[src/source/aes_pkg.sv]
package aes_pkg;

  localparam logic [3:0] AES_ROUNDS = 4'd10;   // AES-128 always runs ten rounds.

  // Wishbone word addresses. Word 0 of a block is its most significant word.
  localparam logic [3:0] ADR_KEY0   = 4'd0;
  localparam logic [3:0] ADR_KEY1   = 4'd1;
  localparam logic [3:0] ADR_KEY2   = 4'd2;
  localparam logic [3:0] ADR_KEY3   = 4'd3;
  localparam logic [3:0] ADR_DATA0  = 4'd4;
  localparam logic [3:0] ADR_DATA1  = 4'd5;
  localparam logic [3:0] ADR_DATA2  = 4'd6;
  localparam logic [3:0] ADR_DATA3  = 4'd7;
  localparam logic [3:0] ADR_CTRL   = 4'd8;
  localparam logic [3:0] ADR_STATUS = 4'd9;
  localparam logic [3:0] ADR_RES0   = 4'd12;
  localparam logic [3:0] ADR_RES1   = 4'd13;
  localparam logic [3:0] ADR_RES2   = 4'd14;
  localparam logic [3:0] ADR_RES3   = 4'd15;

  // Sequencer FSM states.
  localparam logic [1:0] ST_IDLE   = 2'd0;
  localparam logic [1:0] ST_PRERUN = 2'd1;   // Forward key schedule before decryption.
  localparam logic [1:0] ST_ROUND  = 2'd2;
  localparam logic [1:0] ST_DONE   = 2'd3;

  typedef logic [127:0] aes_block_t;
  typedef logic [31:0]  aes_word_t;

  // The state seen as bytes for SubBytes and ShiftRows, or as columns for MixColumns.
  // Index 0 sits at the most significant end in both views, as in FIPS-197.
  typedef union packed {
    logic [0:15][7:0] b;
    logic [0:3][31:0] col;
  } aes_state_u;

  typedef struct packed {
    logic start;     // One cycle pulse on a CTRL write with bit 0 set.
    logic decrypt;   // CTRL bit 1.
  } aes_cmd_t;

  typedef struct packed {
    logic       load;      // Capture the text, or the key when decrypting.
    logic       run;       // Advance one step.
    logic       last;      // Final round, MixColumns is skipped.
    logic       reverse;   // Key schedule steps backward.
    logic       decrypt;
    logic [3:0] round;     // Index of the higher key in the current schedule step.
  } aes_seq_t;

  typedef struct packed {
    logic      cyc;
    logic      stb;
    logic      we;
    logic [3:0] adr;
    aes_word_t dat;
  } aes_wb_req_t;

  typedef struct packed {
    logic      ack;
    aes_word_t dat;
  } aes_wb_rsp_t;

  function automatic logic [7:0] xtime(input logic [7:0] b);
    return {b[6:0], 1'b0} ^ (b[7] ? 8'h1b : 8'h00);   // Multiply by x modulo 0x11b.
  endfunction

  function automatic logic [7:0] gf_mul(input logic [7:0] a, input logic [7:0] b);
    logic [7:0] p;
    logic [7:0] x;
    p = 8'h00;
    x = a;
    for (int i = 0; i < 8; i++) begin
      p = p ^ (b[i] ? x : 8'h00);   // Add the shifted multiplicand for each set bit.
      x = xtime(x);
    end
    return p;
  endfunction

  // Multiplicative inverse as a^254, which also maps zero to zero.
  function automatic logic [7:0] gf_inv(input logic [7:0] a);
    logic [7:0] r;
    logic [7:0] p;
    r = 8'h01;
    p = a;
    for (int i = 1; i < 8; i++) begin
      p = gf_mul(p, p);   // p is a^(2^i).
      r = gf_mul(r, p);
    end
    return r;
  endfunction

  function automatic logic [7:0] sbox(input logic [7:0] a);
    logic [7:0] x;
    x = gf_inv(a);
    // The affine map, written as rotations of the inverse.
    return x ^ {x[6:0], x[7]} ^ {x[5:0], x[7:6]} ^ {x[4:0], x[7:5]} ^ {x[3:0], x[7:4]} ^ 8'h63;
  endfunction

  function automatic logic [7:0] inv_sbox(input logic [7:0] a);
    logic [7:0] y;
    y = {a[6:0], a[7]} ^ {a[4:0], a[7:5]} ^ {a[1:0], a[7:2]} ^ 8'h05;   // Undo the affine map.
    return gf_inv(y);
  endfunction

  function automatic logic [7:0] rcon(input logic [3:0] i);
    case (i)
      4'd1:    return 8'h01;
      4'd2:    return 8'h02;
      4'd3:    return 8'h04;
      4'd4:    return 8'h08;
      4'd5:    return 8'h10;
      4'd6:    return 8'h20;
      4'd7:    return 8'h40;
      4'd8:    return 8'h80;
      4'd9:    return 8'h1b;
      4'd10:   return 8'h36;
      default: return 8'h00;   // Steps outside the schedule produce a discarded key.
    endcase
  endfunction

  function automatic aes_word_t sub_word(input aes_word_t w);
    return {sbox(w[31:24]), sbox(w[23:16]), sbox(w[15:8]), sbox(w[7:0])};
  endfunction

endpackage

[src/source/aes_ctrl.sv]
`timescale 1ns/100ps

// Sequencer for one block.
// Encryption takes 11 cycles from start to done, decryption 22.
module aes_ctrl (
  input  logic              clk,
  input  logic              arst_n,
  input  aes_pkg::aes_cmd_t cmd,
  output aes_pkg::aes_seq_t seq,
  output logic              busy,
  output logic              done
);

  logic [1:0] state_q;
  logic [3:0] cnt_q;   // Counts up in encryption and the pre-run, down in inverse rounds.
  logic       dec_q;   // Direction latched at start.

  always_comb begin
    seq         = '0;
    seq.decrypt = dec_q;
    case (state_q)
      aes_pkg::ST_IDLE: begin
        // Cycle 0 runs straight from the start pulse.
        seq.decrypt = cmd.decrypt;
        seq.load    = cmd.start;
        seq.run     = cmd.start & ~cmd.decrypt;   // Encryption also steps to round key 1.
        seq.round   = {3'b000, cmd.start};
      end
      aes_pkg::ST_PRERUN: begin
        seq.run   = 1'b1;    // Only the key expander moves.
        seq.round = cnt_q;
      end
      aes_pkg::ST_ROUND: begin
        if (dec_q) begin
          seq.reverse = 1'b1;
          seq.load    = (cnt_q == aes_pkg::AES_ROUNDS);   // Text XOR round key 10.
          seq.run     = (cnt_q != aes_pkg::AES_ROUNDS);
          seq.last    = (cnt_q == 4'd0);
          seq.round   = cnt_q;
        end else begin
          seq.run   = 1'b1;
          seq.last  = (cnt_q == aes_pkg::AES_ROUNDS);
          seq.round = cnt_q + 4'd1;   // The key expander works one key ahead.
        end
      end
      default: ;
    endcase
  end

  always_ff @(posedge clk or negedge arst_n) begin
    if (!arst_n) begin
      state_q <= aes_pkg::ST_IDLE;
      cnt_q   <= 4'd0;
      dec_q   <= 1'b0;
    end else begin
      case (state_q)
        aes_pkg::ST_IDLE: begin
          if (cmd.start) begin   // A start in any other state is dropped.
            dec_q   <= cmd.decrypt;
            cnt_q   <= 4'd1;
            state_q <= cmd.decrypt ? aes_pkg::ST_PRERUN : aes_pkg::ST_ROUND;
          end
        end
        aes_pkg::ST_PRERUN: begin
          if (cnt_q == aes_pkg::AES_ROUNDS) begin
            state_q <= aes_pkg::ST_ROUND;   // Counter stays at 10 for the inverse start.
          end else begin
            cnt_q <= cnt_q + 4'd1;
          end
        end
        aes_pkg::ST_ROUND: begin
          if (dec_q ? (cnt_q == 4'd0) : (cnt_q == aes_pkg::AES_ROUNDS)) begin
            state_q <= aes_pkg::ST_DONE;
          end else begin
            cnt_q <= dec_q ? cnt_q - 4'd1 : cnt_q + 4'd1;
          end
        end
        default: state_q <= aes_pkg::ST_IDLE;
      endcase
    end
  end

  assign busy = (state_q != aes_pkg::ST_IDLE);   // Includes the done cycle.
  assign done = (state_q == aes_pkg::ST_DONE);

endmodule

[config.mk]
export PLATFORM = sky130hd
export DESIGN_NAME = aes_ctrl
export DESIGN_NICKNAME = d
export VERILOG_FILES = /design/src/source/aes_pkg.sv /design/src/source/aes_ctrl.sv
export SDC_FILE = /design/constraint.sdc
export NUM_CORES = 1
export LEC_CHECK = 0
export BUFFER_PORTS_ARGS = -buffer_cell sky130_fd_sc_hd__buf_2
export CAP_MARGIN = 20
export CORE_MARGIN = 5
export CORE_UTILIZATION = 51
export CTS_BUF_LIST = sky130_fd_sc_hd__clkbuf_4
export DETAILED_ROUTE_END_ITERATION = 8
export PLACE_DENSITY = 0.77
export SLEW_MARGIN = 0
export SYNTH_ARGS = -nofsm -noshare
export SYNTH_HDL_FRONTEND = slang
export SYNTH_SLANG_ARGS = --single-unit
[constraint.sdc]
create_clock -name clk -period 1.9 [get_ports clk]
set_clock_uncertainty 0.15 [all_clocks]
set_input_delay 0.19 -clock clk [delete_from_list [all_inputs] [get_ports clk]]
set_output_delay 0.19 -clock clk [all_outputs]
set_load 0.01 [all_outputs]
### Word level (Yosys, flattened, before mapping)

Cells that the tools add are included.

| cells by class | value |
|---|---|
| add/sub/neg operators | 2 |
| eq/ne operators | 10 |
| mux-type cells | 20 |
| bitwise logic cells | 2 |
| reduce and logical (&&, ||, !) cells | 7 |

Operator list:

| cell | count |
|---|---|
| case mux 4 bit (3 select lines) | 2 |
| 2-to-1 mux 4 bit | 5 |
| 2-to-1 mux 2 bit | 6 |
| inequality test 2 bit (second input constant) | 5 |
| case mux 2 bit (3 select lines) | 1 |
| adder 4 x 1 -> 4 bit (second input constant) | 1 |
| equality test 2 bit (second input constant) | 2 |
| equality test 4 bit (second input constant) | 1 |
| zero test 4 bit | 1 |
| 2-to-1 mux 1 bit | 4 |
| inequality test 4 bit (second input constant) | 1 |
| AND reduction 4 bit | 1 |
| subtractor 4 x 1 -> 4 bit (second input constant) | 1 |
| case mux 1 bit (3 select lines) | 1 |
| AND reduction 3 bit | 1 |
| nonzero test 3 bit | 1 |
| equality test 2 x 1 -> 1 bit (second input constant) | 1 |
| zero test 2 bit | 1 |
| case mux 1 bit (2 select lines) | 1 |
| AND reduction 2 bit | 1 |
| nonzero test 2 bit | 1 |
| AND 1 bit | 1 |
| NOT 1 bit | 1 |

| storage, ports and cells | value |
|---|---|
| bits in registers | 7 |
| bits of input ports | 4 |
| output and inout bits | 11 |
| word-level logic and storage cells | 44 |

### Depth between registers and ports, before layout

Gate-level depths: netlist of run 1.

| depth | value |
|---|---|
| depth in word-level cells | 4 |
| gate-level depth with buffers | 6 |
| depth with buffers taken out | 6 |

### Worst setup path after synthesis of run 1

No wires, ideal clock.

| timing | value |
|---|---|
| kind | register to register |
| start | register cnt_q[0] |
| end | register cnt_q[3] |
| setup time | 0.096 ns |
| arrival time | 1.714 ns |
| slack | -0.060 ns |
| stages on the path, launching flop included | 7 |
| period minus slack after synthesis | 1.960 ns |
| cell sequence | dfrtp_1 inv_1 ha_1 and3b_4 a211o_1 or2_4 o32ai_2 |

| on the way | value |
|---|---|
| cells in the longest elaborated chain, start to end | 4 |
| elaborated cells between the ends (all ways) | 12 |
| classes of those cells | add/sub: 2; eq/ne: 3; mux: 5; reduce/logical: 2 |

RTL lines:

| what | RTL line | text |
|---|---|---|
| start: declaration | aes_ctrl.sv:15 | `logic [3:0] cnt_q;` |
| start signal: assignment | aes_ctrl.sv:68 | `cnt_q <= cnt_q + 4'd1;` |
| start signal: assignment | aes_ctrl.sv:75 | `cnt_q <= dec_q ? cnt_q - 4'd1 : cnt_q + 4'd1;` |
| adder 4 x 1 -> 4 bit, or another cell as far along | aes_ctrl.sv:68, aes_ctrl.sv:75 |  |
| 2-to-1 mux 4 bit / 2-to-1 mux 1 bit (equally long branches) | aes_ctrl.sv:75, aes_ctrl.sv:72 |  |
| 2-to-1 mux 4 bit / inequality test 2 bit (equally long branches) | - |  |
| case mux 4 bit (3 select lines) / AND reduction 4 bit (equally long branches) | - |  |

Parallel ways exist; a longest one is shown, timed or not. The select of a mux whose other input is x is not followed.
A chain may end at the register's enable or synchronous reset.

==> results of run 1 <==
-- state kept, by name, summed over array words and instances (netlist names) --
| name | cells |
|---|---|
| cnt_q | 4 |
| state_q | 2 |
| dec_q | 1 |
-- power by group through the flow --
stage | Clock (W) | Sequential, W | Combinational (W)
3_3_place_gp | 0 | 0.000279 | 0.00127
5_1_grt | 0.000172 | 0.000306 | 0.00176
6_report | 0.000162 | 0.000297 | 0.00162
4_1_cts | 0.000161 | 0.000291 | 0.00143
3_5_place_dp | 0 | 0.000282 | 0.00132
2_1_floorplan | 0 | 0.000266 | 0.000886
-- timing repair --
action | 4_1_cts | 5_1_grt
hold endpoints to repair | 7 | 0
hold buffers | 1 | 0
buffers inserted | 3 | 5
pin swaps | 6 | 8
gates resized for setup | 17 | 11
endpoints found under the setup margin | 11 | 11
-- kinds of logic (layout without fill, tap and decap cells) --
| group | Yosys count | in the layout | synth area share, % |
|---|---|---|---|
| simple gates | 32 | 32 | 24.2 |
| fa+ha+maj | 9 | 9 | 13.9 |
| buf+inv | 14 | 48 | 8.49 |
| xor+xnor | 5 | 5 | 5.40 |
| flops | 7 | 7 | 21.6 |
| mux | 3 | 3 | 3.86 |
| compound gates | 26 | 26 | 22.5 |
-- final cells by class --
type / count / area [um^2]
multi-input combinational: 75 / 661
fill: 106 / 338
timing repair buffer: 35 / 245
sequential: 7 / 179
inverter: 9 / 33.8
clock buffer: 4 / 30.0
tap: 16 / 20.0
-- critical path, cell delays in order (launching register included) --
cell	delay (ns)
dfrtp_2	0.45
inv_1	0.08
ha_2	0.18
nand3b_1	0.14
buf_4	0.18
a21oi_4	0.17
buf_2	0.16
-- routing by layer --
metal | part of all wire [%] | vias up | wire, um
met5 | 0 | - | 0
met1 | 40 | 398 | 910
li1 | - | 405 | -
met2 | 53 | 23 | 1210
met3 | 4.5 | 5 | 102
met4 | 1.6 | 0 | 36
-- stage by stage --
stage	power, W	setup WS, ns	cells	TNS [ns]
6_report	0.00208	-0.0686	146	-0.222
5_1_grt	0.00224	-0.175	146	-0.847
4_1_cts	0.00188	-0.0371	143	-0.0371
3_5_place_dp	0.00160	-0.00915	135	-0.0127
3_3_place_gp	0.00155	0.0280	135	0
2_1_floorplan	0.00115	0.00841	96	0
-- worst min-delay path by stage --
stage                     to  slack, ns  cells past startpoint
floorplan           cnt_q[0]      -0.26                      0
global placement    cnt_q[2]      -0.11                      1
detailed placement  cnt_q[2]      -0.12                      1
CTS                    dec_q       0.07                      3
global route           dec_q       0.07                      3
finish                 dec_q       0.06                      3
-- Yosys cell counts, types with 2 or more instances --
library cell	count
a211o_1	2
a21oi_1	9
a22oi_1	4
buf_6	2
clkbuf_1	2
dfrtp_1	7
ha_1	9
inv_1	9
mux2i_1	2
nand2_1	7
nand2b_1	3
nand3_1	2
nand3b_1	2
nor2_1	6
nor2b_1	3
o21ai_0	5
o31ai_2	2
xnor2_1	3
xor2_1	2
==> flow_summary.json, run 1 <==
{
  "top_usage_layer": "met2",
  "cts_root_buf": "clkbuf_4",
  "rsz0062_at_grt": "yes",
  "power_density_nw_per_um2": 1780,
  "p_leak_nw": 0.548,
  "path_clk_slew_ns": 0.06,
  "io_buffers": 14,
  "die_area_um2": 2490,
  "tritoncts": "done",
  "drt-vias-per-instance": 5.69,
  "grt_pass1_wl_um": 3530,
  "synth_top_flop_cell": "dfrtp_1",
  "cts_buffers": 3,
  "hpwlAfterDp_um": 1560,
  "start_util_pct": 53.8,
  "p_comb_share_pct": 77.9,
  "yosys.area.top_type": "dfrtp_1",
  "die-width_um": 49.9,
  "grt_use_total_pct": 18.8,
  "status": "finished, violations left",
  "required_ns": 1.56,
  "crit_path_start": "cnt_q[1]",
  "end_kind": "output pin",
  "dr.first_iter.drc_count": 10,
  "hold_viol": 0,
  "ys_ff_latch": 7,
  "fin_crit_ns": 1.97,
  "drc": 0,
  "ys_types": 34,
  "r2r_cells": 6,
  "diodes": 0,
  "synthArstFlopShare_pct": 100,
  "grt_pass1_vias": 779,
  "tightest_slew_ns": 0.288,
  "core_area_um2": 1510,
  "drv_slew": 0,
  "maxCapViolCount": 0,
  "start_kind": "register",
  "final_common_cell": "buf_4",
  "synth_edf_count": 0,
  "yosysSeqAreaShare_pct": 21.6,
  "syn_nets": 109,
  "clockBufferDepth": 2,
  "grt_max_degree": 10,
  "grtUsageMet3_pct": 3.01,
  "met1_usage_pct": 21.1,
  "stdcell_area_um2": 1170,
  "switchingPower_w": 0.000965,
  "vias": 831,
  "h-tree-depth": 1,
  "p_seq_share_pct": 14.3,
  "drt-total-wl_um": 2260,
  "netlist_area_um2": 811,
  "grt-ovfl-total": 0,
  "holdWs_ns": 0.0639,
  "drive_above_1_share_pct": 50.0,
  "wl_per_cell_um": 15.4,
  "rr_startpoint": "cnt_q[1]",
  "yosysTopAreaCellShare_pct": 21.6,
  "setup_violations": 6,
  "r2r_slack_ns": -0.07,
  "endpoint": "seq[6]",
  "crit_arrival_ns": 1.63,
  "timing.fmax_mhz": 508,
  "ioPinCount": 15,
  "clock_sinks": 7,
  "hp-class": "in2reg",
  "relSlewSlack_pct": 80.7,
  "grt_use_met2_pct": 33.3,
  "synth_area_leaders": "dfrtp_1, ha_1, a21oi_1",
  "r2r-end": "state_q[1]",
  "avgSynthCellArea_um2": 8.45,
  "setup_ws_ns": -0.0686,
  "nets": 144,
  "violations": "setup timing",
  "ir_drop_mv": 1.15,
  "fp.dieH_um": 49.9,
  "area_growth_pct": 44.1,
  "fin_util_pct": 77.6,
  "critPathMaxFanout": 6,
  "gp_congestion": 0.942,
  "crit_type": "reg2out",
  "switching_share_pct": 46.4,
  "p_int_w": 0.00111,
  "post-route-period-util_pct": 104,
  "antenna_left": 0,
  "min_from": "cmd[0]",
  "clockPowerShare_pct": 7.8,
  "num_rows": 14,
  "clk_latency_ns": 0.27,
  "first_pass_iters": 4,
  "yosysWarnings": 0,
  "dpl_cell_area_um2": 971,
  "antenna_found_initial": 0,
  "layout_common_cells": "buf_4, buf_2, a21oi_1, inv_1, nor2_1",
  "synth_cells": 96
}
Note: power is estimated with default switching activity, not from simulation.
==> inputs of run 2 (changes only) <==
--- a/config.mk
+++ b/config.mk
@@ -8,10 +8,10 @@
 export BUFFER_PORTS_ARGS = -buffer_cell sky130_fd_sc_hd__buf_2
 export CAP_MARGIN = 20
 export CORE_MARGIN = 5
-export CORE_UTILIZATION = 51
+export CORE_UTILIZATION = 25
 export CTS_BUF_LIST = sky130_fd_sc_hd__clkbuf_4
 export DETAILED_ROUTE_END_ITERATION = 8
-export PLACE_DENSITY = 0.77
+export PLACE_DENSITY = 0.51
 export SLEW_MARGIN = 0
 export SYNTH_ARGS = -nofsm -noshare
 export SYNTH_HDL_FRONTEND = slang
==> run 2 against run 1 <==
The run now ends clean. Register-to-register slack improved by 0.12 ns. First-iteration DRC count rose by 20%. Total power rose by 9.0%. Final area rose by 12%. Count of clock-buffer cells in the layout did not move. Sequential power rose by 1%. Core utilization fell by 35 points. Via count fell by 0.96%. Combinational power rose by 12%. Worst hold slack improved by 0.083 ns. Final cell count rose by 25%. Critical path type unchanged. Largest power group unchanged. Highest routed layer is now met3.
==> flow_summary.json, run 2 (synthesis gave the netlist of run 1 again) <==
{
  "status": "finished clean",
  "nets": 152,
  "r2r_slack_ns": 0.05,
  "setup_ws_ns": 0.00837,
  "num_rows": 20,
  "cp_cell_sequence": "inv_2, ha_4, and3b_4, buf_6, nand2_2, a211oi_2, nor2_1, buf_2",
  "crit_type": "reg2out",
  "cts_root_buf": "clkbuf_4",
  "fillers": 301,
  "required_ns": 1.56,
  "die_area_um2": 4480,
  "dpl_cell_area_um2": 1030,
  "grt_pass1_vias": 843,
  "largestRegisters": "cnt_q (4), state_q (2), dec_q (1)",
  "relSlewSlack_pct": 77.2,
  "hold_viol": 0,
  "tightest_slew_ns": 0.343,
  "fin_crit_ns": 1.89,
  "path_buf_inv": 3,
  "end_kind": "output pin",
  "first_pass_iters": 4,
  "diodes": 0,
  "fin_util_pct": 42.6,
  "antenna_found_initial": 0,
  "grt_use_total_pct": 10.8,
  "fp.dieH_um": 67.0,
  "timing.fmax_mhz": 529,
  "clockBufferDepth": 2,
  "drt-vias-per-instance": 4.52,
  "crit_arrival_ns": 1.55,
  "pre_cts_slack_ns": 0.00283,
  "setup_violations": 0,
  "gp_congestion": 0.847,
  "r2r_cells": 6,
  "start_kind": "register",
  "clock_sinks": 7,
  "final_common_cell": "buf_4",
  "holdPathStages": 3,
  "critPathSlowestCell": "dfrtp_1",
  "grt-ovfl-total": 0,
  "clk_latency_ns": 0.24,
  "drv_slew": 0,
  "core_area_um2": 3080,
  "layout_common_cells": "buf_4, buf_2, a21oi_1",
  "path_clk_slew_ns": 0.05,
  "r2r-end": "state_q[1]",
  "dr.first_iter.drc_count": 12,
  "vias": 823,
  "power_density_nw_per_um2": 1730,
  "cts_buffers": 3,
  "whs_endpoint": "dec_q",
  "h-tree-depth": 1,
  "hp-class": "in2reg",
  "hpwlAfterDp_um": 1690,
  "drive_above_1_share_pct": 55.1,
  "cp_top_family": "flip-flops",
  "maxCapViolCount": 0,
  "drt-total-wl_um": 2330,
  "grt_pass1_wl_um": 3770,
  "wl_per_cell_um": 12.8,
  "grt_max_degree": 10,
  "regMostFlops": "cnt_q",
  "antenna_left": 0,
  "ir_drop_mv": 0.840,
  "rr_startpoint": "cnt_q[1]",
  "rsz0062_at_grt": "yes",
  "die-width_um": 67.0,
  "min_from": "cmd[0]",
  "tritoncts": "done",
  "post-route-period-util_pct": 99.6,
  "holdWs_ns": 0.147,
  "p_leak_nw": 0.597,
  "stdcell_area_um2": 1310,
  "start_util_pct": 26.3,
  "io_buffers": 14,
  "ioPinCount": 15,
  "largest_reg_flops": 4,
  "power.total_w": 0.00227,
  "max_stage_delay_ns": 0.38,
  "critPathMaxFanout": 3,
  "area_growth_pct": 61.7,
  "drc": 0
}
==> run 2: changes by cell type in the layout (fill, tap and decap cells not counted), sizes merged <==
cell / delta
buf: +8
==> run 2: worst max path at each step <==
stage	startpoint	end	slack (ns)	depth (start not counted)
2_1_floorplan	cnt_q[0]	cnt_q[3]	0.008	6
3_3_place_gp	state_q[0]	cnt_q[3]	0.03	6
3_5_place_dp	state_q[1]	cnt_q[3]	0.003	6
4_1_cts	cnt_q[0]	seq[7]	-0.007	8
5_1_grt	cnt_q[0]	seq[7]	-0.08	8
6_report	cnt_q[0]	seq[7]	0.008	8
==> run 2: worst reg2reg max path: cells and delay by family, from the launching register on <==
kind / cells / cell delay (ns)
flip-flops: 1 / 0.45
buffers and inverters: 1 / 0.08
adder cells (fa/ha/maj): 1 / 0.17
multiplexers: 1 / 0.31
AO/OA/AOI/OAI: 2 / 0.46
AND/OR/NAND/NOR: 1 / 0.12
==> run 2: routing by layer <==
metal / GRT usage [%] / wire (um)
met3: 0.675 / 55
met1: 13.9 / 1060
met2: 18.7 / 1220
met5: 0 / 0
met4: 3.80 / 0
==> run 2: where the power goes <==
group,internal [W],switching [W],leakage [nW]
registers,0.000221,0.0000803,0.0833
clock network,0.0000939,0.0000478,0.0184
logic,0.000948,0.000876,0.495
==> run 2: through the flow <==
stage	setup TNS [ns]	std cells
6_report	0	182
5_1_grt	-0.253	182
4_1_cts	-0.00686	176
3_5_place_dp	0	166
3_3_place_gp	0	166
2_1_floorplan	0	96
==> run 2: what timing repair did <==
item                                    CTS  global route
hold buffers                              1             0
endpoints found under the setup margin    6            12
pin swaps                                 4            16
resized for setup                        20            16
setup buffers                             5             7
endpoints found under the hold margin     7             0
==> run 2: final cells by class <==
cell class,instances,area [um^2],share of cell area [%]
clock buffers,4,30.0,2.29
inverters,9,36.3,2.77
multi-input cells,75,704,53.7
flip-flops and latches,7,180,13.7
well taps,44,55.1,4.20
repair buffers,43,305,23.3
==> inputs of run 3 (changes only) <==
--- a/config.mk
+++ b/config.mk
@@ -7,7 +7,6 @@
 export LEC_CHECK = 0
 export BUFFER_PORTS_ARGS = -buffer_cell sky130_fd_sc_hd__buf_2
 export CAP_MARGIN = 20
-export CORE_MARGIN = 5
 export CORE_UTILIZATION = 25
 export CTS_BUF_LIST = sky130_fd_sc_hd__clkbuf_4
 export DETAILED_ROUTE_END_ITERATION = 8
==> run 3 against run 2 <==
The flow now finishes with violations (setup timing). Global-route usage rose by 3.0 points. Core utilization shrank 3.7 points. Highest routed layer is now met4. Sequential share of layout area is 1.3 points higher. Wire length shrank 8.0%. Critical path depth is 2 lower. Worst setup slack worse by 0.055 ns. Sequential cell count unchanged. Register-to-register slack worse by 0.096 ns. Sequential power down 4%. Final area fell by 9.4%.
==> flow_summary.json, run 3 (synthesis gave the netlist of run 1 again) <==
{
  "status": "finished, violations left",
  "violations": "setup timing",
  "power.total_w": 0.00198,
  "die-width_um": 59.0,
  "relSlewSlack_pct": 79.4,
  "pre_cts_slack_ns": -0.00418,
  "setup_violations": 3,
  "tightest_slew_ns": 0.309,
  "first_pass_iters": 4,
  "cts_buffers": 3,
  "ir_drop_mv": 0.682,
  "gp_congestion": 0.776,
  "wl_per_cell_um": 12.3,
  "critPathMaxFanout": 5,
  "ioPinCount": 15,
  "grt-ovfl-total": 0,
  "vias": 820,
  "setup_ws_ns": -0.0461,
  "num_rows": 20,
  "diodes": 0,
  "maxCapViolCount": 0,
  "holdWs_ns": 0.0761,
  "cts_root_buf": "clkbuf_4",
  "drive_above_1_share_pct": 45.4,
  "start_util_pct": 26.6,
  "stdcell_area_um2": 1190,
  "nets": 144,
  "largestRegisters": "cnt_q (4), state_q (2), dec_q (1)",
  "max_stage_delay_ns": 0.45,
  "cp_cell_sequence": "inv_1, ha_1, nand3b_1, a21o_1, a211o_1, mux2_1",
  "dr.first_iter.drc_count": 32,
  "drt-total-wl_um": 2150,
  "area_growth_pct": 46.5,
  "die_area_um2": 3480,
  "grt_use_total_pct": 13.8,
  "drc": 0,
  "h-tree-depth": 1,
  "power_density_nw_per_um2": 1670,
  "clk_latency_ns": 0.26,
  "dpl_cell_area_um2": 1010,
  "start_kind": "register",
  "io_buffers": 14,
  "hold_viol": 0,
  "tritoncts": "done",
  "post-route-period-util_pct": 102,
  "end_kind": "register",
  "crit_arrival_ns": 1.93,
  "fp.dieH_um": 59.0,
  "core_area_um2": 3050,
  "critPathSlowestCell": "dfrtp_2",
  "p_leak_nw": 0.546,
  "fin_crit_ns": 1.95,
  "clockBufferDepth": 2,
  "regMostFlops": "cnt_q",
  "clock_sinks": 7,
  "antenna_found_initial": 0,
  "drt-vias-per-instance": 4.71,
  "largest_reg_flops": 4,
  "drv_slew": 0,
  "timing.fmax_mhz": 514,
  "final_common_cell": "buf_4",
  "crit_type": "reg2reg",
  "layout_common_cells": "buf_4, buf_2, a21oi_1, inv_1, nor2_1",
  "grt_pass1_wl_um": 3490,
  "grt_pass1_vias": 793,
  "hpwlAfterDp_um": 1640,
  "grt_max_degree": 11,
  "rsz0062_at_grt": "yes",
  "antenna_left": 0,
  "path_clk_slew_ns": 0.06,
  "hp-class": "in2reg",
  "required_ns": 1.88
}
[run 3: cell count changes in the layout (fill, tap and decap cells not counted), sizes merged]
cell and change:
buf -8
[run 3: what timing repair did]
item                                   in CTS  in global routing
buffers inserted                            2                  3
gates cloned                                0                  0
setup endpoints to repair                   7                 11
hold buffers                                1                  0
gates resized for setup                    12                 12
endpoints found under the hold margin       7                  0
pin swaps                                   4                  8
[run 3: metal layers]
metal | share of wire (%) | vias to the layer above | track usage (%)
met3 | 3.3 | 5 | 3.96
met1 | 46 | 396 | 15.7
met5 | 0 | - | 0
met4 | 1.5 | 0 | 5.10
met2 | 49 | 13 | 24.4
li1 | - | 406 | -
[run 3: worst max-delay path: cells and delay by family, from the launching register on]
kind	cells	cell delay (ns)
AOI/OAI and AO/OA	2	0.52
DFF	1	0.45
muxes	1	0.32
adders and majority gates	1	0.17
and+or+nand+nor	1	0.14
buffers and inverters	1	0.07
[run 3: layout make-up]
type,instances,area (um^2)
Inverter,9,33.8
Sequential cell,7,179
Clock buffer,4,30.0
Timing Repair Buffer,35,245
Multi-Input combinational cell,75,644
Tap cell,44,55.1
Fill cell,320,1870
[run 3: through the flow]
stage                     setup TNS (ns)  instances  util [%]
after floorplan                        0         96         -
after global placement          -0.00281        164      33.2
after detailed placement        -0.00418        164      33.2
after CTS                         -0.123        171      36.5
final                             -0.117        174      38.9
after global routing              -0.558        174      38.9
[run 3: final timing paths]
| path | startpoint | to | slack (ns) | depth (start not counted) |
|---|---|---|---|---|
| max | cnt_q[1] | state_q[1] | -0.05 | 6 |
| min | cmd[0] | dec_q | 0.08 | 3 |
| min in group asynchronous | arst_n | cnt_q[1] | 0.15 | 2 |
| max reg2reg | cnt_q[1] | state_q[1] | -0.05 | 6 |
| max in group asynchronous | arst_n | dec_q | 1.27 | 2 |
| min reg2reg | cnt_q[2] | cnt_q[2] | 0.44 | 2 |
[run 3: power by group]
group	leakage [nW]	internal, W	switching (W)
Clock	0.0184	0.0000948	0.0000618
Sequential	0.0843	0.000218	0.0000712
Combinational	0.443	0.000744	0.000788
