[src/source/aes_pkg.sv]
package aes_pkg;

  localparam logic [3:0] AES_ROUNDS = 4'd10;   // AES-128 always runs ten rounds.

  // Wishbone word addresses. Word 0 of a block is its most significant word.
  localparam logic [3:0] ADR_KEY0   = 4'd0;
  localparam logic [3:0] ADR_KEY1   = 4'd1;
  localparam logic [3:0] ADR_KEY2   = 4'd2;
  localparam logic [3:0] ADR_KEY3   = 4'd3;
  localparam logic [3:0] ADR_DATA0  = 4'd4;
  localparam logic [3:0] ADR_DATA1  = 4'd5;
  localparam logic [3:0] ADR_DATA2  = 4'd6;
  localparam logic [3:0] ADR_DATA3  = 4'd7;
  localparam logic [3:0] ADR_CTRL   = 4'd8;
  localparam logic [3:0] ADR_STATUS = 4'd9;
  localparam logic [3:0] ADR_RES0   = 4'd12;
  localparam logic [3:0] ADR_RES1   = 4'd13;
  localparam logic [3:0] ADR_RES2   = 4'd14;
  localparam logic [3:0] ADR_RES3   = 4'd15;

  // Sequencer FSM states.
  localparam logic [1:0] ST_IDLE   = 2'd0;
  localparam logic [1:0] ST_PRERUN = 2'd1;   // Forward key schedule before decryption.
  localparam logic [1:0] ST_ROUND  = 2'd2;
  localparam logic [1:0] ST_DONE   = 2'd3;

  typedef logic [127:0] aes_block_t;
  typedef logic [31:0]  aes_word_t;

  // The state seen as bytes for SubBytes and ShiftRows, or as columns for MixColumns.
  // Index 0 sits at the most significant end in both views, as in FIPS-197.
  typedef union packed {
    logic [0:15][7:0] b;
    logic [0:3][31:0] col;
  } aes_state_u;

  typedef struct packed {
    logic start;     // One cycle pulse on a CTRL write with bit 0 set.
    logic decrypt;   // CTRL bit 1.
  } aes_cmd_t;

  typedef struct packed {
    logic       load;      // Capture the text, or the key when decrypting.
    logic       run;       // Advance one step.
    logic       last;      // Final round, MixColumns is skipped.
    logic       reverse;   // Key schedule steps backward.
    logic       decrypt;
    logic [3:0] round;     // Index of the higher key in the current schedule step.
  } aes_seq_t;

  typedef struct packed {
    logic      cyc;
    logic      stb;
    logic      we;
    logic [3:0] adr;
    aes_word_t dat;
  } aes_wb_req_t;

  typedef struct packed {
    logic      ack;
    aes_word_t dat;
  } aes_wb_rsp_t;

  function automatic logic [7:0] xtime(input logic [7:0] b);
    return {b[6:0], 1'b0} ^ (b[7] ? 8'h1b : 8'h00);   // Multiply by x modulo 0x11b.
  endfunction

  function automatic logic [7:0] gf_mul(input logic [7:0] a, input logic [7:0] b);
    logic [7:0] p;
    logic [7:0] x;
    p = 8'h00;
    x = a;
    for (int i = 0; i < 8; i++) begin
      p = p ^ (b[i] ? x : 8'h00);   // Add the shifted multiplicand for each set bit.
      x = xtime(x);
    end
    return p;
  endfunction

  // Multiplicative inverse as a^254, which also maps zero to zero.
  function automatic logic [7:0] gf_inv(input logic [7:0] a);
    logic [7:0] r;
    logic [7:0] p;
    r = 8'h01;
    p = a;
    for (int i = 1; i < 8; i++) begin
      p = gf_mul(p, p);   // p is a^(2^i).
      r = gf_mul(r, p);
    end
    return r;
  endfunction

  function automatic logic [7:0] sbox(input logic [7:0] a);
    logic [7:0] x;
    x = gf_inv(a);
    // The affine map, written as rotations of the inverse.
    return x ^ {x[6:0], x[7]} ^ {x[5:0], x[7:6]} ^ {x[4:0], x[7:5]} ^ {x[3:0], x[7:4]} ^ 8'h63;
  endfunction

  function automatic logic [7:0] inv_sbox(input logic [7:0] a);
    logic [7:0] y;
    y = {a[6:0], a[7]} ^ {a[4:0], a[7:5]} ^ {a[1:0], a[7:2]} ^ 8'h05;   // Undo the affine map.
    return gf_inv(y);
  endfunction

  function automatic logic [7:0] rcon(input logic [3:0] i);
    case (i)
      4'd1:    return 8'h01;
      4'd2:    return 8'h02;
      4'd3:    return 8'h04;
      4'd4:    return 8'h08;
      4'd5:    return 8'h10;
      4'd6:    return 8'h20;
      4'd7:    return 8'h40;
      4'd8:    return 8'h80;
      4'd9:    return 8'h1b;
      4'd10:   return 8'h36;
      default: return 8'h00;   // Steps outside the schedule produce a discarded key.
    endcase
  endfunction

  function automatic aes_word_t sub_word(input aes_word_t w);
    return {sbox(w[31:24]), sbox(w[23:16]), sbox(w[15:8]), sbox(w[7:0])};
  endfunction

endpackage

[src/source/aes_wb_regs.sv]
`timescale 1ns/100ps

// Wishbone classic slave holding the key, data, control, status and result words.
module aes_wb_regs (
  input  logic                 clk,
  input  logic                 arst_n,
  input  aes_pkg::aes_wb_req_t wb_req,
  output aes_pkg::aes_wb_rsp_t wb_rsp,
  output aes_pkg::aes_cmd_t    cmd,
  input  logic                 busy,
  input  logic                 done,
  output aes_pkg::aes_block_t  key,
  output aes_pkg::aes_block_t  text,
  input  aes_pkg::aes_block_t  result
);

  logic [0:3][31:0]  key_w;    // Word 0 is the most significant.
  logic [0:3][31:0]  text_w;
  logic [0:3][31:0]  res_w;
  logic              decrypt_q;
  logic              start_q;
  logic              done_sticky_q;
  logic              ack_q;
  aes_pkg::aes_word_t dat_q;
  aes_pkg::aes_word_t rd_dat;
  logic              req;
  logic              wr;

  // A new request is one not yet acknowledged, so ack never lasts two cycles.
  assign req = wb_req.cyc & wb_req.stb & ~ack_q;
  assign wr  = req & wb_req.we;

  always_comb begin
    rd_dat = '0;   // Unmapped words read as zero.
    case (wb_req.adr)
      aes_pkg::ADR_KEY0, aes_pkg::ADR_KEY1,
      aes_pkg::ADR_KEY2, aes_pkg::ADR_KEY3:   rd_dat = key_w[wb_req.adr[1:0]];
      aes_pkg::ADR_DATA0, aes_pkg::ADR_DATA1,
      aes_pkg::ADR_DATA2, aes_pkg::ADR_DATA3: rd_dat = text_w[wb_req.adr[1:0]];
      aes_pkg::ADR_CTRL:   rd_dat = {30'd0, decrypt_q, 1'b0};   // Start reads back as zero.
      aes_pkg::ADR_STATUS: rd_dat = {30'd0, done_sticky_q, busy};
      aes_pkg::ADR_RES0, aes_pkg::ADR_RES1,
      aes_pkg::ADR_RES2, aes_pkg::ADR_RES3:   rd_dat = res_w[wb_req.adr[1:0]];
      default: ;
    endcase
  end

  always_ff @(posedge clk or negedge arst_n) begin
    if (!arst_n) begin
      key_w         <= '0;
      text_w        <= '0;
      res_w         <= '0;
      decrypt_q     <= 1'b0;
      start_q       <= 1'b0;
      done_sticky_q <= 1'b0;
      ack_q         <= 1'b0;
      dat_q         <= '0;
    end else begin
      ack_q   <= req;
      start_q <= wr && (wb_req.adr == aes_pkg::ADR_CTRL) && wb_req.dat[0];
      if (req) begin
        dat_q <= rd_dat;   // Read data goes out with the ack.
      end
      if (wr) begin
        case (wb_req.adr)   // Status, result and unmapped words ignore writes.
          aes_pkg::ADR_KEY0, aes_pkg::ADR_KEY1,
          aes_pkg::ADR_KEY2, aes_pkg::ADR_KEY3:   key_w[wb_req.adr[1:0]] <= wb_req.dat;
          aes_pkg::ADR_DATA0, aes_pkg::ADR_DATA1,
          aes_pkg::ADR_DATA2, aes_pkg::ADR_DATA3: text_w[wb_req.adr[1:0]] <= wb_req.dat;
          aes_pkg::ADR_CTRL:                      decrypt_q <= wb_req.dat[1];
          default: ;
        endcase
      end
      if (done) begin
        res_w         <= result;   // RES is stable from the cycle after done.
        done_sticky_q <= 1'b1;     // Wins over a start that the busy core drops.
      end else if (start_q) begin
        done_sticky_q <= 1'b0;
      end
    end
  end

  assign cmd.start   = start_q;
  assign cmd.decrypt = decrypt_q;
  assign key         = key_w;
  assign text        = text_w;
  assign wb_rsp.ack  = ack_q;
  assign wb_rsp.dat  = dat_q;

endmodule

[config.mk]
export PLATFORM = sky130hd
export DESIGN_NAME = aes_wb_regs
export DESIGN_NICKNAME = d
export VERILOG_FILES = /design/src/source/aes_pkg.sv /design/src/source/aes_wb_regs.sv
export SDC_FILE = /design/constraint.sdc
export NUM_CORES = 1
export LEC_CHECK = 0
export CAP_MARGIN = 20
export CORE_MARGIN = 2
export CORE_UTILIZATION = 57
export DETAILED_ROUTE_END_ITERATION = 12
export DONT_BUFFER_PORTS = 1
export PLACE_DENSITY = 0.74
export SLEW_MARGIN = 20
export SYNTH_ARGS = -nofsm -noshare
export SYNTH_HDL_FRONTEND = slang
export SYNTH_SLANG_ARGS = --single-unit
[constraint.sdc]
create_clock -name clk -period 4.87 [get_ports clk]
set_input_delay 0.974 -clock clk [delete_from_list [all_inputs] [get_ports clk]]
set_output_delay 0.974 -clock clk [all_outputs]
set_load 0.02 [all_outputs]
==> Yosys cells after proc, flatten, opt, wreduce, memory -nomap -nowiden <==
Cells that the tools add are included.
Widths: inputs -> output; s select.
{ "word_totals": {"word_cells": 64, "inputBits": 171, "ff_bits": 420} }
{ "classes": {"n_lt_le_gt_ge": 2, "n_mux": 16, "bitwise_logic": 5, "n_reduce_logical": 11, "n_eq_ne": 13} }
{ "op_table": {"columns": ["op", "count"], "rows": [
  ["$bwmux 128", 2],
  ["$mux 32", 7],
  ["$bmux 32 s2", 3],
  ["$pmux 32 s5", 1],
  ["$demux 32 s2", 1],
  ["$eq 4x4->1 const B", 6],
  ["$eq 4x3->1 const B", 4],
  ["$reduce_or 4->1", 3],
  ["$eq 4x2->1 const B", 2],
  ["$reduce_and 2->1", 3],
  ["$eq 4x1->1 const B", 1],
  ["$logic_not 4->1", 1],
  ["$and 1x1->1", 3],
  ["$ge 3x3->1 const B", 1],
  ["$logic_and 1x1->1", 3],
  ["$lt 3x1->1 const B", 1],
  ["$not 2->3", 1],
  ["$mux 1", 2],
  ["$reduce_bool 2->1", 1],
  ["$not 1->1", 1]
]} }

==> Longest topological paths before layout <==
Gate-level depths: netlist of run 1.
{ "logic_depth": {"ltp_word": 6, "ltp_mapped": 8} }

==> Worst setup path after synthesis of run 1 <==
Ideal clock, no wire load.
{ "synth_timing": {"kind": "in2reg", "start": "input wb_req[33] (netlist bit)", "end": "register dat_q[20]", "setup_time_ns": 0.124, "path_slack_ns": 2.329, "path_buffers": 3, "required_time_ns": 4.746, "cell_stages": 6, "t_arrival_ns": 2.417, "cell_sequence": "clkbuf_1 -> buf_2 -> buf_2 -> mux4_2 -> a22oi_1 -> nand2_1"} }
{ "synth_between": {"elab_chain_cells": 5, "elab_cells_between_ends": 28, "cone_classes": "eq/ne (13); mux (10); bitwise (1); reduce/logical (4)"} }
{ "synth_rtl": {"columns": ["element", "line_no", "rtl"], "rows": [
  ["start: declaration", "aes_wb_regs.sv:7", "input aes_pkg::aes_wb_req_t wb_req,"],
  ["$not 2->3 (implied by the code)", "aes_wb_regs.sv:37, aes_wb_regs.sv:39, aes_wb_regs.sv:43", null],
  ["$bmux 32 s2 (on tied branches)", "aes_wb_regs.sv:43, aes_wb_regs.sv:37, aes_wb_regs.sv:39", null],
  ["$mux 32 (on tied branches) (2 in series)", "aes_wb_regs.sv:43, aes_wb_regs.sv:37, aes_wb_regs.sv:39", null],
  ["$pmux 32 s5 (*)", "aes_wb_regs.sv:35", "case (wb_req.adr)"],
  ["end signal: assignment", "aes_wb_regs.sv:62", "dat_q <= rd_dat;"],
  ["end: declaration", "aes_wb_regs.sv:24", "aes_pkg::aes_word_t dat_q;"]
]} }
Mark *: on every way between the ends. The rest lies on a longest branch, timed or not. The select of a mux whose other input is x is not followed.
A chain may end at the register's enable or synchronous reset.

==> Final worst setup path of run 1 <==
{ "layout_timing": {"start": "register ack_q", "end": "register key_w, in the netlist key[6]"} }
{ "layout_between": {"elab_chain_cells": 4} }
{ "layout_rtl": {"columns": ["element", "line_no", "rtl"], "rows": [
  ["start: declaration", "aes_wb_regs.sv:23", "logic ack_q;"],
  ["start signal: assignment", "aes_wb_regs.sv:59", "ack_q <= req;"],
  ["$not 1->1", "aes_wb_regs.sv:30", "assign req = wb_req.cyc & wb_req.stb & ~ack_q;"],
  ["$and 1x1->1", "aes_wb_regs.sv:30", null],
  ["$and 1x1->1", "aes_wb_regs.sv:31", "assign wr = req & wb_req.we;"],
  ["$reduce_and 2->1 (no source line)", null, null],
  ["end signal: indexed assignment", "aes_wb_regs.sv:67", "aes_pkg::ADR_KEY2, aes_pkg::ADR_KEY3: key_w[wb_req.adr[1:0]] <= wb_req.dat;"],
  ["end: declaration", "aes_wb_regs.sv:17", "logic [0:3][31:0] key_w;"]
]} }
No other way between the ends.

==> reports/metrics.yaml, run 1 <==
timing:
  worstMarginPinSlew_ns: 1.07
  grt_setup_unrepaired: "false"
  finalSetupViolCount: 0
  finalHoldViolations: 0
  finalSetupTns_ns: 0
  hold-worst-slack_ns: 0.149
  max_freq_mhz: 322
  min_period_over_period_pct: 63.8
  fin_ws_ns: 1.76
  slew_viol_final: 0
  finalClockSkew_ns: 0.0128
  fin_crit_ns: 3.11
  relSlewSlack_pct: 28.9
clocking:
  hold_buffers: 0
  postCtsSetupBuffers: 0
  cts_buffers: 44
  insertion_delay_ns: 0.53
  cts-root-buf: "clkbuf_16"
  cts_sinks: 420
  clockBufferDepth: 3
  cts_tree: "yes"
  cts.htree.levels: 2
  cts_resized: 0
  clk_pin_slew_ns: 0.07
placed_design:
  detailed_place.area_um2: 18500
  numPortBuffers: 0
  place_inst: 1453
  place_ws_ns: 1.41
  place.gp.congestion: 0.821
  hpwlAfterDp_um: 32600
route:
  drtPass1Iterations: 5
  route.detailed.drc: 0
  postRouteAntennaNets: 0
  wl_per_cell_um: 32.4
  drt_first_iter_violations: 666
  viasPerCell: 6.74
  vias: 10400
  wirelength_um: 49900
layout:
  final_common_cell: "dfrtp_1"
  final_util_pct: 63.4
  fin_nets: 1268
  finalNonFillerCells: 1540
  area_growth_pct: 9.52
  n_fill_cell: 2330
  most-common-layout-cells: "420 x dfrtp_1, 377 x mux2_2, 94 x mux4_2, 59 x a22oi_1, 45 x clkbuf_16"
  drive_gt1_share_pct: 50.1
  finish.instance_area_um2: 20000
  seq_area_um2: 10500
  multiInputGateArea_um2: 7380
yosys:
  yosysWarnings: 0
  syn-num-nets: 1290
  synth_top_area_share_pct: 57.5
  synth-edff-count: 0
  syn_inst: 1119
  yosys.area.top_type: "dfrtp_1"
  synth_top_flop_cell: "dfrtp_1"
  synth-seq-cells: 420
  ys_seq_area_share_pct: 57.5
  synthDistinctLibCells: 36
  synthArstFlopShare_pct: 100
  syn-cell-area_um2: 18300
  synthTopCellsByArea: "dfrtp_1 58%, mux2_2 23%, mux4_2 12%"
  syn_area_per_cell_um2: 16.3
worst_setup_path:
  cp-start-kind: "register"
  path_class: "register to register"
  crit_slowest_cell: "or4b_4"
  cp_top_family: "simple AND/OR/NAND/NOR gates"
  arrival_ns: 3.52
  crit_path_frequent_cell: "buf_4"
  critPathBufInv: 2
  crit_fanout: 22
  worstPathRequired_ns: 5.28
  slowest_delay_ns: 0.63
  cp-end-kind: "register"
  cp_cell_sequence: "nand3b_1 -> buf_4 -> or4b_4 -> nor2_4 -> buf_4 -> mux2_2"
pwr:
  ir_drop_uv: 377
  p_per_area_nw_per_um2: 438
  p_leak_nw: 9.06
  power_mw: 8.76
floorplanning:
  dieWidth_um: 183
  rows: 65
  io_pins: 462
  coreArea_um2: 31600
  initial_core_util_pct: 57.9
  dieArea_um2: 33500
  die_h_um: 183
grt:
  grt_max_degree: 421
  grt_overflow: 0
  antenna_found_initial: 11
  grt_pass1_vias: 10800
  grt_pass1_wl_um: 73300
  grtUsageTotal_pct: 29.7
flow_run:
  max_cap_viol_count: 0
run_status:
  status: "complete, no violations"
hold_path:
  hp-class: "primary input to async pin"
[area by class of cell]
cell class	count	share of cell area [%]
Clock buffer	66	6.52
Tap cell	402	2.51
Clock inverter	14	0.850
Sequential cell	420	52.5
Timing Repair Buffer	14	0.588
Antenna cell	7	0.0875
Multi-Input combinational cell	613	36.9
Inverter	4	0.0750
[worst reg2reg max path, stage by stage (launching register included)]
cell and delay [ns]:
dfrtp_1 0.48, nand3b_1 0.26, buf_4 0.28, or4b_4 0.64
nor2_4 0.51, buf_4 0.43, mux2_2 0.39
[worst paths after layout]
| path | from | endpoint | slack (ns) | cells after the start |
|---|---|---|---|---|
| setup / recovery | ack_q$_DFF_PN0_ | key[6]$_DFFE_PN0P_ | 1.76 | 6 |
| hold / removal | arst_n | res_w[93]$_DFFE_PN0P_ | 0.15 | 0 |
| setup reg to reg | ack_q$_DFF_PN0_ | key[6]$_DFFE_PN0P_ | 1.76 | 6 |
| hold reg to reg | done_sticky_q$_DFFE_PN0P_ | done_sticky_q$_DFFE_PN0P_ | 0.48 | 1 |
| max in group asynchronous | arst_n | key[47]$_DFFE_PN0P_ | 4.16 | 0 |
| min in group clk | done_sticky_q$_DFFE_PN0P_ | done_sticky_q$_DFFE_PN0P_ | 0.48 | 1 |
[cells in the mapped netlist (2+ instances only)]
library cell,instances
inv_1,3
nand2_1,35
nor2b_1,3
mux4_2,94
nor2_2,2
dfrtp_1,420
nand3b_1,2
nor3_1,2
buf_4,12
buf_2,35
mux2i_1,6
mux2_2,377
buf_1,3
nor4_1,2
buf_6,3
a22oi_1,59
nand2b_1,4
nor2_1,4
mux2_1,8
clkbuf_1,29
[sequential cells by signal (all words and copies together) (netlist names)]
signal,count
ack_q,1
dat_q,32
decrypt_q,1
done_sticky_q,1
key,128
res_w,128
start_q,1
text,128
[per-layer routing]
metal	up-vias	wire length, um	track usage (%)
met5	-	50	0
met4	8	1540	9.38
met3	111	5100	11.0
met2	500	24500	48.9
met1	5586	18700	36.7
li1	4179	-	-
[cells by family (layout without fill, tap and decap cells)]
| family | count (synthesis) | after routing | share of synthesized area [%] |
|---|---|---|---|
| compound gates | 67 | 67 | 2.77 |
| buf+inv | 86 | 98 | 2.38 |
| flops | 420 | 420 | 57.5 |
| mux | 485 | 485 | 35.6 |
| other cells | 0 | 7 | 0 |
| simple gates | 61 | 61 | 1.70 |
[where the power goes]
group,internal (mW),total (mW),switching (mW),leakage [nW]
Combinational,0.491,0.678,0.187,2.92
Sequential,3.88,4.67,0.785,5.40
Clock,2.06,3.41,1.35,0.735
Note: power is estimated with default switching activity, not from simulation.
==> run 2, diff against run 1 <==
ABC_AREA = 1   (was unset)
clock period = 3 ns   (was 4.87 ns; I/O delays follow)
==> reports/metrics.yaml, run 2 <==
clocking:
  insertion_delay_ns: 0.56
  cts_buffers: 45
  cts-root-buf: "clkbuf_16"
  clockBufferDepth: 3
  cts_sinks: 420
  cts_resized: 0
  cts_tree: "yes"
  postCtsSetupBuffers: 0
  cts.htree.levels: 2
  clk_pin_slew_ns: 0.06
route:
  route.detailed.drc: 0
  drtPass1Iterations: 5
  wl_per_cell_um: 21.5
  wirelength_um: 60800
  vias: 16200
  viasPerCell: 5.73
  postRouteAntennaNets: 0
  drt_first_iter_violations: 1534
timing:
  finalSetupTns_ns: 0
  finalHoldViolations: 420
  slew_viol_final: 0
  max_freq_mhz: 458
  fin_ws_ns: 0.817
  grt_setup_unrepaired: "false"
  fin_crit_ns: 2.18
  relSlewSlack_pct: 39.0
  min_period_over_period_pct: 72.8
  finalSetupViolCount: 0
  hold-worst-slack_ns: -0.242
  worstMarginPinSlew_ns: 0.915
  finalClockSkew_ns: 0.0180
yosys:
  synth_top_flop_cell: "dfrtp_1"
  synth-seq-cells: 420
  synthXorXnorAreaFrac_pct: 0
  synthTopCellsByCount: "1218 x nand2_1, 420 x dfrtp_1, 234 x o21ai_1, 100 x inv_1, 93 x nand3_1"
  post_synth_fa_ha_maj_area_fraction_pct: 0
  yosys.area.top_type: "dfrtp_1"
  muxShareOfSynthArea_pct: 0
  synth-compound-area-share_pct: 10.9
  synth_top_area_share_pct: 54.1
  yosysWarnings: 0
  synthTopCellsByArea: "dfrtp_1 54%, nand2_1 24%, o21ai_1 6.0%"
  synth-simple-area-share_pct: 27.7
  ys_seq_area_share_pct: 54.1
  syn-cell-area_um2: 19400
  synthArstFlopShare_pct: 100
  syn_area_per_cell_um2: 8.05
  syn-num-nets: 2583
  synth_top_family_by_area: "simple AND/OR/NAND/NOR gates"
  synth-edff-count: 0
  yosysMostFrequentCell: "nand2_1"
  synthDistinctLibCells: 20
  syn_inst: 2412
placed_design:
  place_inst: 2740
  detailed_place.area_um2: 19200
  place.gp.congestion: 0.979
  numPortBuffers: 0
  place_ws_ns: 0.691
  hpwlAfterDp_um: 41100
run_status:
  status: "complete, but fails checks"
  violations: "negative hold slack"
floorplanning:
  dieArea_um2: 35600
  rows: 67
  die_h_um: 189
  initial_core_util_pct: 57.9
  dieWidth_um: 189
  io_pins: 462
  coreArea_um2: 33500
worst_setup_path:
  arrival_ns: 2.59
  cp-end-kind: "register"
  cp-start-kind: "register"
  crit_fanout: 64
  worstPathRequired_ns: 3.41
  path_class: "register to register"
grt:
  grt_max_degree: 421
  grtUsageTotal_pct: 34.1
  grt_pass1_wl_um: 93500
  grt_pass1_vias: 15300
  antenna_found_initial: 1
  grt_overflow: 0
layout:
  finalNonFillerCells: 2821
  final_util_pct: 61.6
  drive_gt1_share_pct: 6.96
  fin_nets: 2510
  final_common_cell: "nand2_1"
  most-common-layout-cells: "1218 x nand2_1, 420 x dfrtp_1, 234 x o21ai_1, 100 x inv_1, 93 x nand3_1"
  finish.instance_area_um2: 20700
  area_growth_pct: 6.40
pwr:
  p_per_area_nw_per_um2: 697
  power_mw: 14.4
  ir_drop_uv: 518
  p_leak_nw: 10.5
hold_path:
  hp-class: "primary input to async pin"
flow_run:
  max_cap_viol_count: 0
[run 2: cell count changes after synthesis, moves of 59 or more]
cell | previous run | this run
mux2_2 | 377 | 0
mux4_2 | 94 | 0
nand3_1 | 1 | 93
nand2_1 | 35 | 1218
inv_1 | 3 | 100
o21ai_1 | 0 | 234
a22oi_1 | 59 | 0
o21ai_0 | 0 | 66
[run 2: worst max-delay path, stage by stage (launching register included)]
cell	delay, ns
dfrtp_1	0.46
nor2_2	0.14
nand2_2	0.12
nor2_8	0.29
nand3_4	0.63
nand2_1	0.25
o21ai_1	0.10
[run 2: final timing paths]
check	start	end	slack, ns	depth (start not counted)
worst max-delay path	ack_q$_DFF_PN0_	text[83]$_DFFE_PN0P_	0.82	6
worst min-delay path	arst_n	res_w[101]$_DFFE_PN0P_	-0.24	0
worst max register to register	ack_q$_DFF_PN0_	text[83]$_DFFE_PN0P_	0.82	6
worst min register to register	res_w[82]$_DFFE_PN0P_	res_w[82]$_DFFE_PN0P_	0.47	2
max in group asynchronous	arst_n	dat_q[25]$_DFFE_PN0N_	2.79	0
min in group clk	result[90]	res_w[90]$_DFFE_PN0P_	0.17	2
[run 2: final cells by class]
class | count | area [um2]
antenna | 2 | 5.00
clock buffer | 71 | 1370
clock inverter | 8 | 73.8
fill | 2926 | 12900
inverter | 105 | 397
multi-input combinational | 1742 | 7510
sequential | 420 | 10500
tap | 448 | 561
timing repair buffer | 25 | 238
[run 2: metal layers]
layer  share of wire (%)  GRT usage [%]
met1                  40           46.2
met2                  44           51.2
met3                  11           9.70
met4                 5.3           15.8
met5                   0              0
[run 2: cells by family after synthesis]
family | Yosys count
compound gates | 384
buf+inv | 250
simple gates | 1358
flops | 420
[run 2: power breakdown]
part / internal, mW / switching [mW] / total (mW)
logic: 0.506 / 0.871 / 1.38
registers: 6.27 / 1.26 / 7.54
clock network: 3.20 / 2.28 / 5.48
total: 9.98 / 4.41 / 14.4
==> run 3, diff against run 2 <==
clock period = 2.15 ns   (was 3 ns; I/O delays follow)
==> reports/metrics.yaml, run 3 (synthesized netlist as in run 2, its figures left out) <==
clocking:
  cts_buffers: 45
  clk_pin_slew_ns: 0.06
  cts_resized: 0
  insertion_delay_ns: 0.56
  clockBufferDepth: 3
  hold_buffers: 95
  cts.htree.levels: 2
  postCtsSetupBuffers: 0
  cts-root-buf: "clkbuf_16"
  cts_tree: "yes"
  cts_sinks: 420
layout:
  drive_gt1_share_pct: 6.74
  final_common_cell: "nand2_1"
  area_growth_pct: 12.0
  most-common-layout-cells: "1218 x nand2_1, 420 x dfrtp_1, 234 x o21ai_1, 100 x inv_1, 94 x dlygate4sd3_1"
  fin_nets: 2606
timing:
  relSlewSlack_pct: 33.0
  grt_setup_unrepaired: "false"
  fin_ws_ns: 0.392
  max_freq_mhz: 569
  hold-worst-slack_ns: -0.431
  min_period_over_period_pct: 81.8
  finalClockSkew_ns: 0.0107
  finalHoldViolations: 420
  finalSetupViolCount: 0
  slew_viol_final: 0
  finalSetupTns_ns: 0
  worstMarginPinSlew_ns: 1.00
  fin_crit_ns: 1.76
pwr:
  p_leak_nw: 11.0
  p_switching_mw: 6.21
  seq_power_share_pct: 51.6
  p_per_area_nw_per_um2: 937
  ir_drop_uv: 810
  combPwrFrac_pct: 10.5
  switching_share_pct: 30.5
  pwr-share-clk_pct: 37.9
  internal-power_mw: 14.2
hold_path:
  hp-class: "primary input to async pin"
placed_design:
  numPortBuffers: 0
  place.gp.congestion: 0.952
  place_ws_ns: 0.344
  hpwlAfterDp_um: 41200
route:
  wl_per_cell_um: 21.5
  top_layer: "met4"
  wirelength_um: 62500
  drtPass1Iterations: 5
  wl_met2_um: 27600
  wl_met1_um: 25200
  route.detailed.drc: 0
  drt_first_iter_violations: 1614
  viasPerCell: 5.65
  postRouteAntennaNets: 0
  vias: 16500
  wl_met3_um: 7160
floorplanning:
  rows: 67
  die_h_um: 189
  coreArea_um2: 33500
  dieWidth_um: 189
  io_pins: 462
  dieArea_um2: 35600
  initial_core_util_pct: 57.9
run_status:
  status: "complete, but fails checks"
  violations: "negative hold slack"
grt:
  antenna_found_initial: 1
  grtUsageTotal_pct: 35.0
  grt_max_degree: 421
  grt_pass1_vias: 15700
  grt_pass1_wl_um: 95400
  grt_overflow: 0
worst_setup_path:
  reg2reg_depth: 7
  worstPathRequired_ns: 2.57
  cp-start-kind: "register"
  timing.rr.end: "key[45]$_DFFE_PN0P_"
  cp-end-kind: "register"
  reg2reg_from: "ack_q$_DFF_PN0_"
  path_class: "register to register"
  arrival_ns: 2.18
  timing.reg2reg.setup_slack_ns: 0.39
  crit_fanout: 42
flow_run:
  max_cap_viol_count: 0
run 3: changes by cell type in the layout (fill, tap and decap cells not counted):
cell           change
clkbuf_1           -2
diode_2            -1
buf_4              -8
clkinv_2           +1
buf_12             +9
clkbuf_8           -3
dlygate4sd3_1     +94
clkinvlp_4         -1
bufinv_16          +2
buf_16             +1
run 3: worst max-delay path by stage:
stage | start | to | slack [ns] | depth (start not counted)
final | ack_q$_DFF_PN0_ | key[45]$_DFFE_PN0P_ | 0.39 | 7
after floorplan | wb_req[37] | key[58]$_DFFE_PN0P_ | 0.62 | 8
after global routing | ack_q$_DFF_PN0_ | key[49]$_DFFE_PN0P_ | 0.30 | 7
after CTS | ack_q$_DFF_PN0_ | key[45]$_DFFE_PN0P_ | 0.41 | 7
after global placement | wb_req[34] | dat_q[8]$_DFFE_PN0N_ | 0.32 | 6
after detailed placement | wb_req[32] | dat_q[20]$_DFFE_PN0N_ | 0.34 | 8
run 3: area by class of cell:
class                   count  area [um2]
fillers                  2818       11800
flip-flops and latches    420       10500
multi-input cells        1742        7510
repair buffers            121        1330
clock buffers              66        1320
well taps                 448         561
inverters                 105         397
clock inverters            10         131
diodes                      1        2.50
run 3: stage by stage:
stage	util, %	instances	power, mW	hold slack (ns)	cell area, um2
finish	64.9	2913	20.4	-0.431	21800
global route	64.9	2913	21.2	-0.440	21800
CTS	64.9	2912	20.4	-0.441	21800
detailed placement	57.7	2741	12.6	0.147	19300
global placement	57.7	2741	12.5	0.150	19300
floorplan	-	2412	11.8	0.134	19400
run 3: per-layer routing:
| metal | global-route usage (%) | up-vias |
|---|---|---|
| met4 | 13.2 | 0 |
| met3 | 10.7 | 142 |
| met1 | 48.4 | 7801 |
| li1 | - | 7642 |
| met2 | 52.3 | 876 |
| met5 | 0 | - |
run 3: critical path: stages (launching register included):
cell     delay (ns)
dfrtp_1        0.39
nor2_2         0.12
nand2_2        0.13
nor2_8         0.29
nand3_4        0.10
buf_4          0.32
nand2_1        0.16
o21ai_2        0.06
run 3: power groups by stage:
stage                     Combinational [mW]  Sequential, mW  Clock (mW)
after floorplan                         1.56            10.2           0
after global placement                  1.87            10.6           0
after detailed placement                1.94            10.6           0
after CTS                               2.12            10.5        7.78
after global routing                    2.46            10.6        8.13
final                                   2.15            10.5        7.72
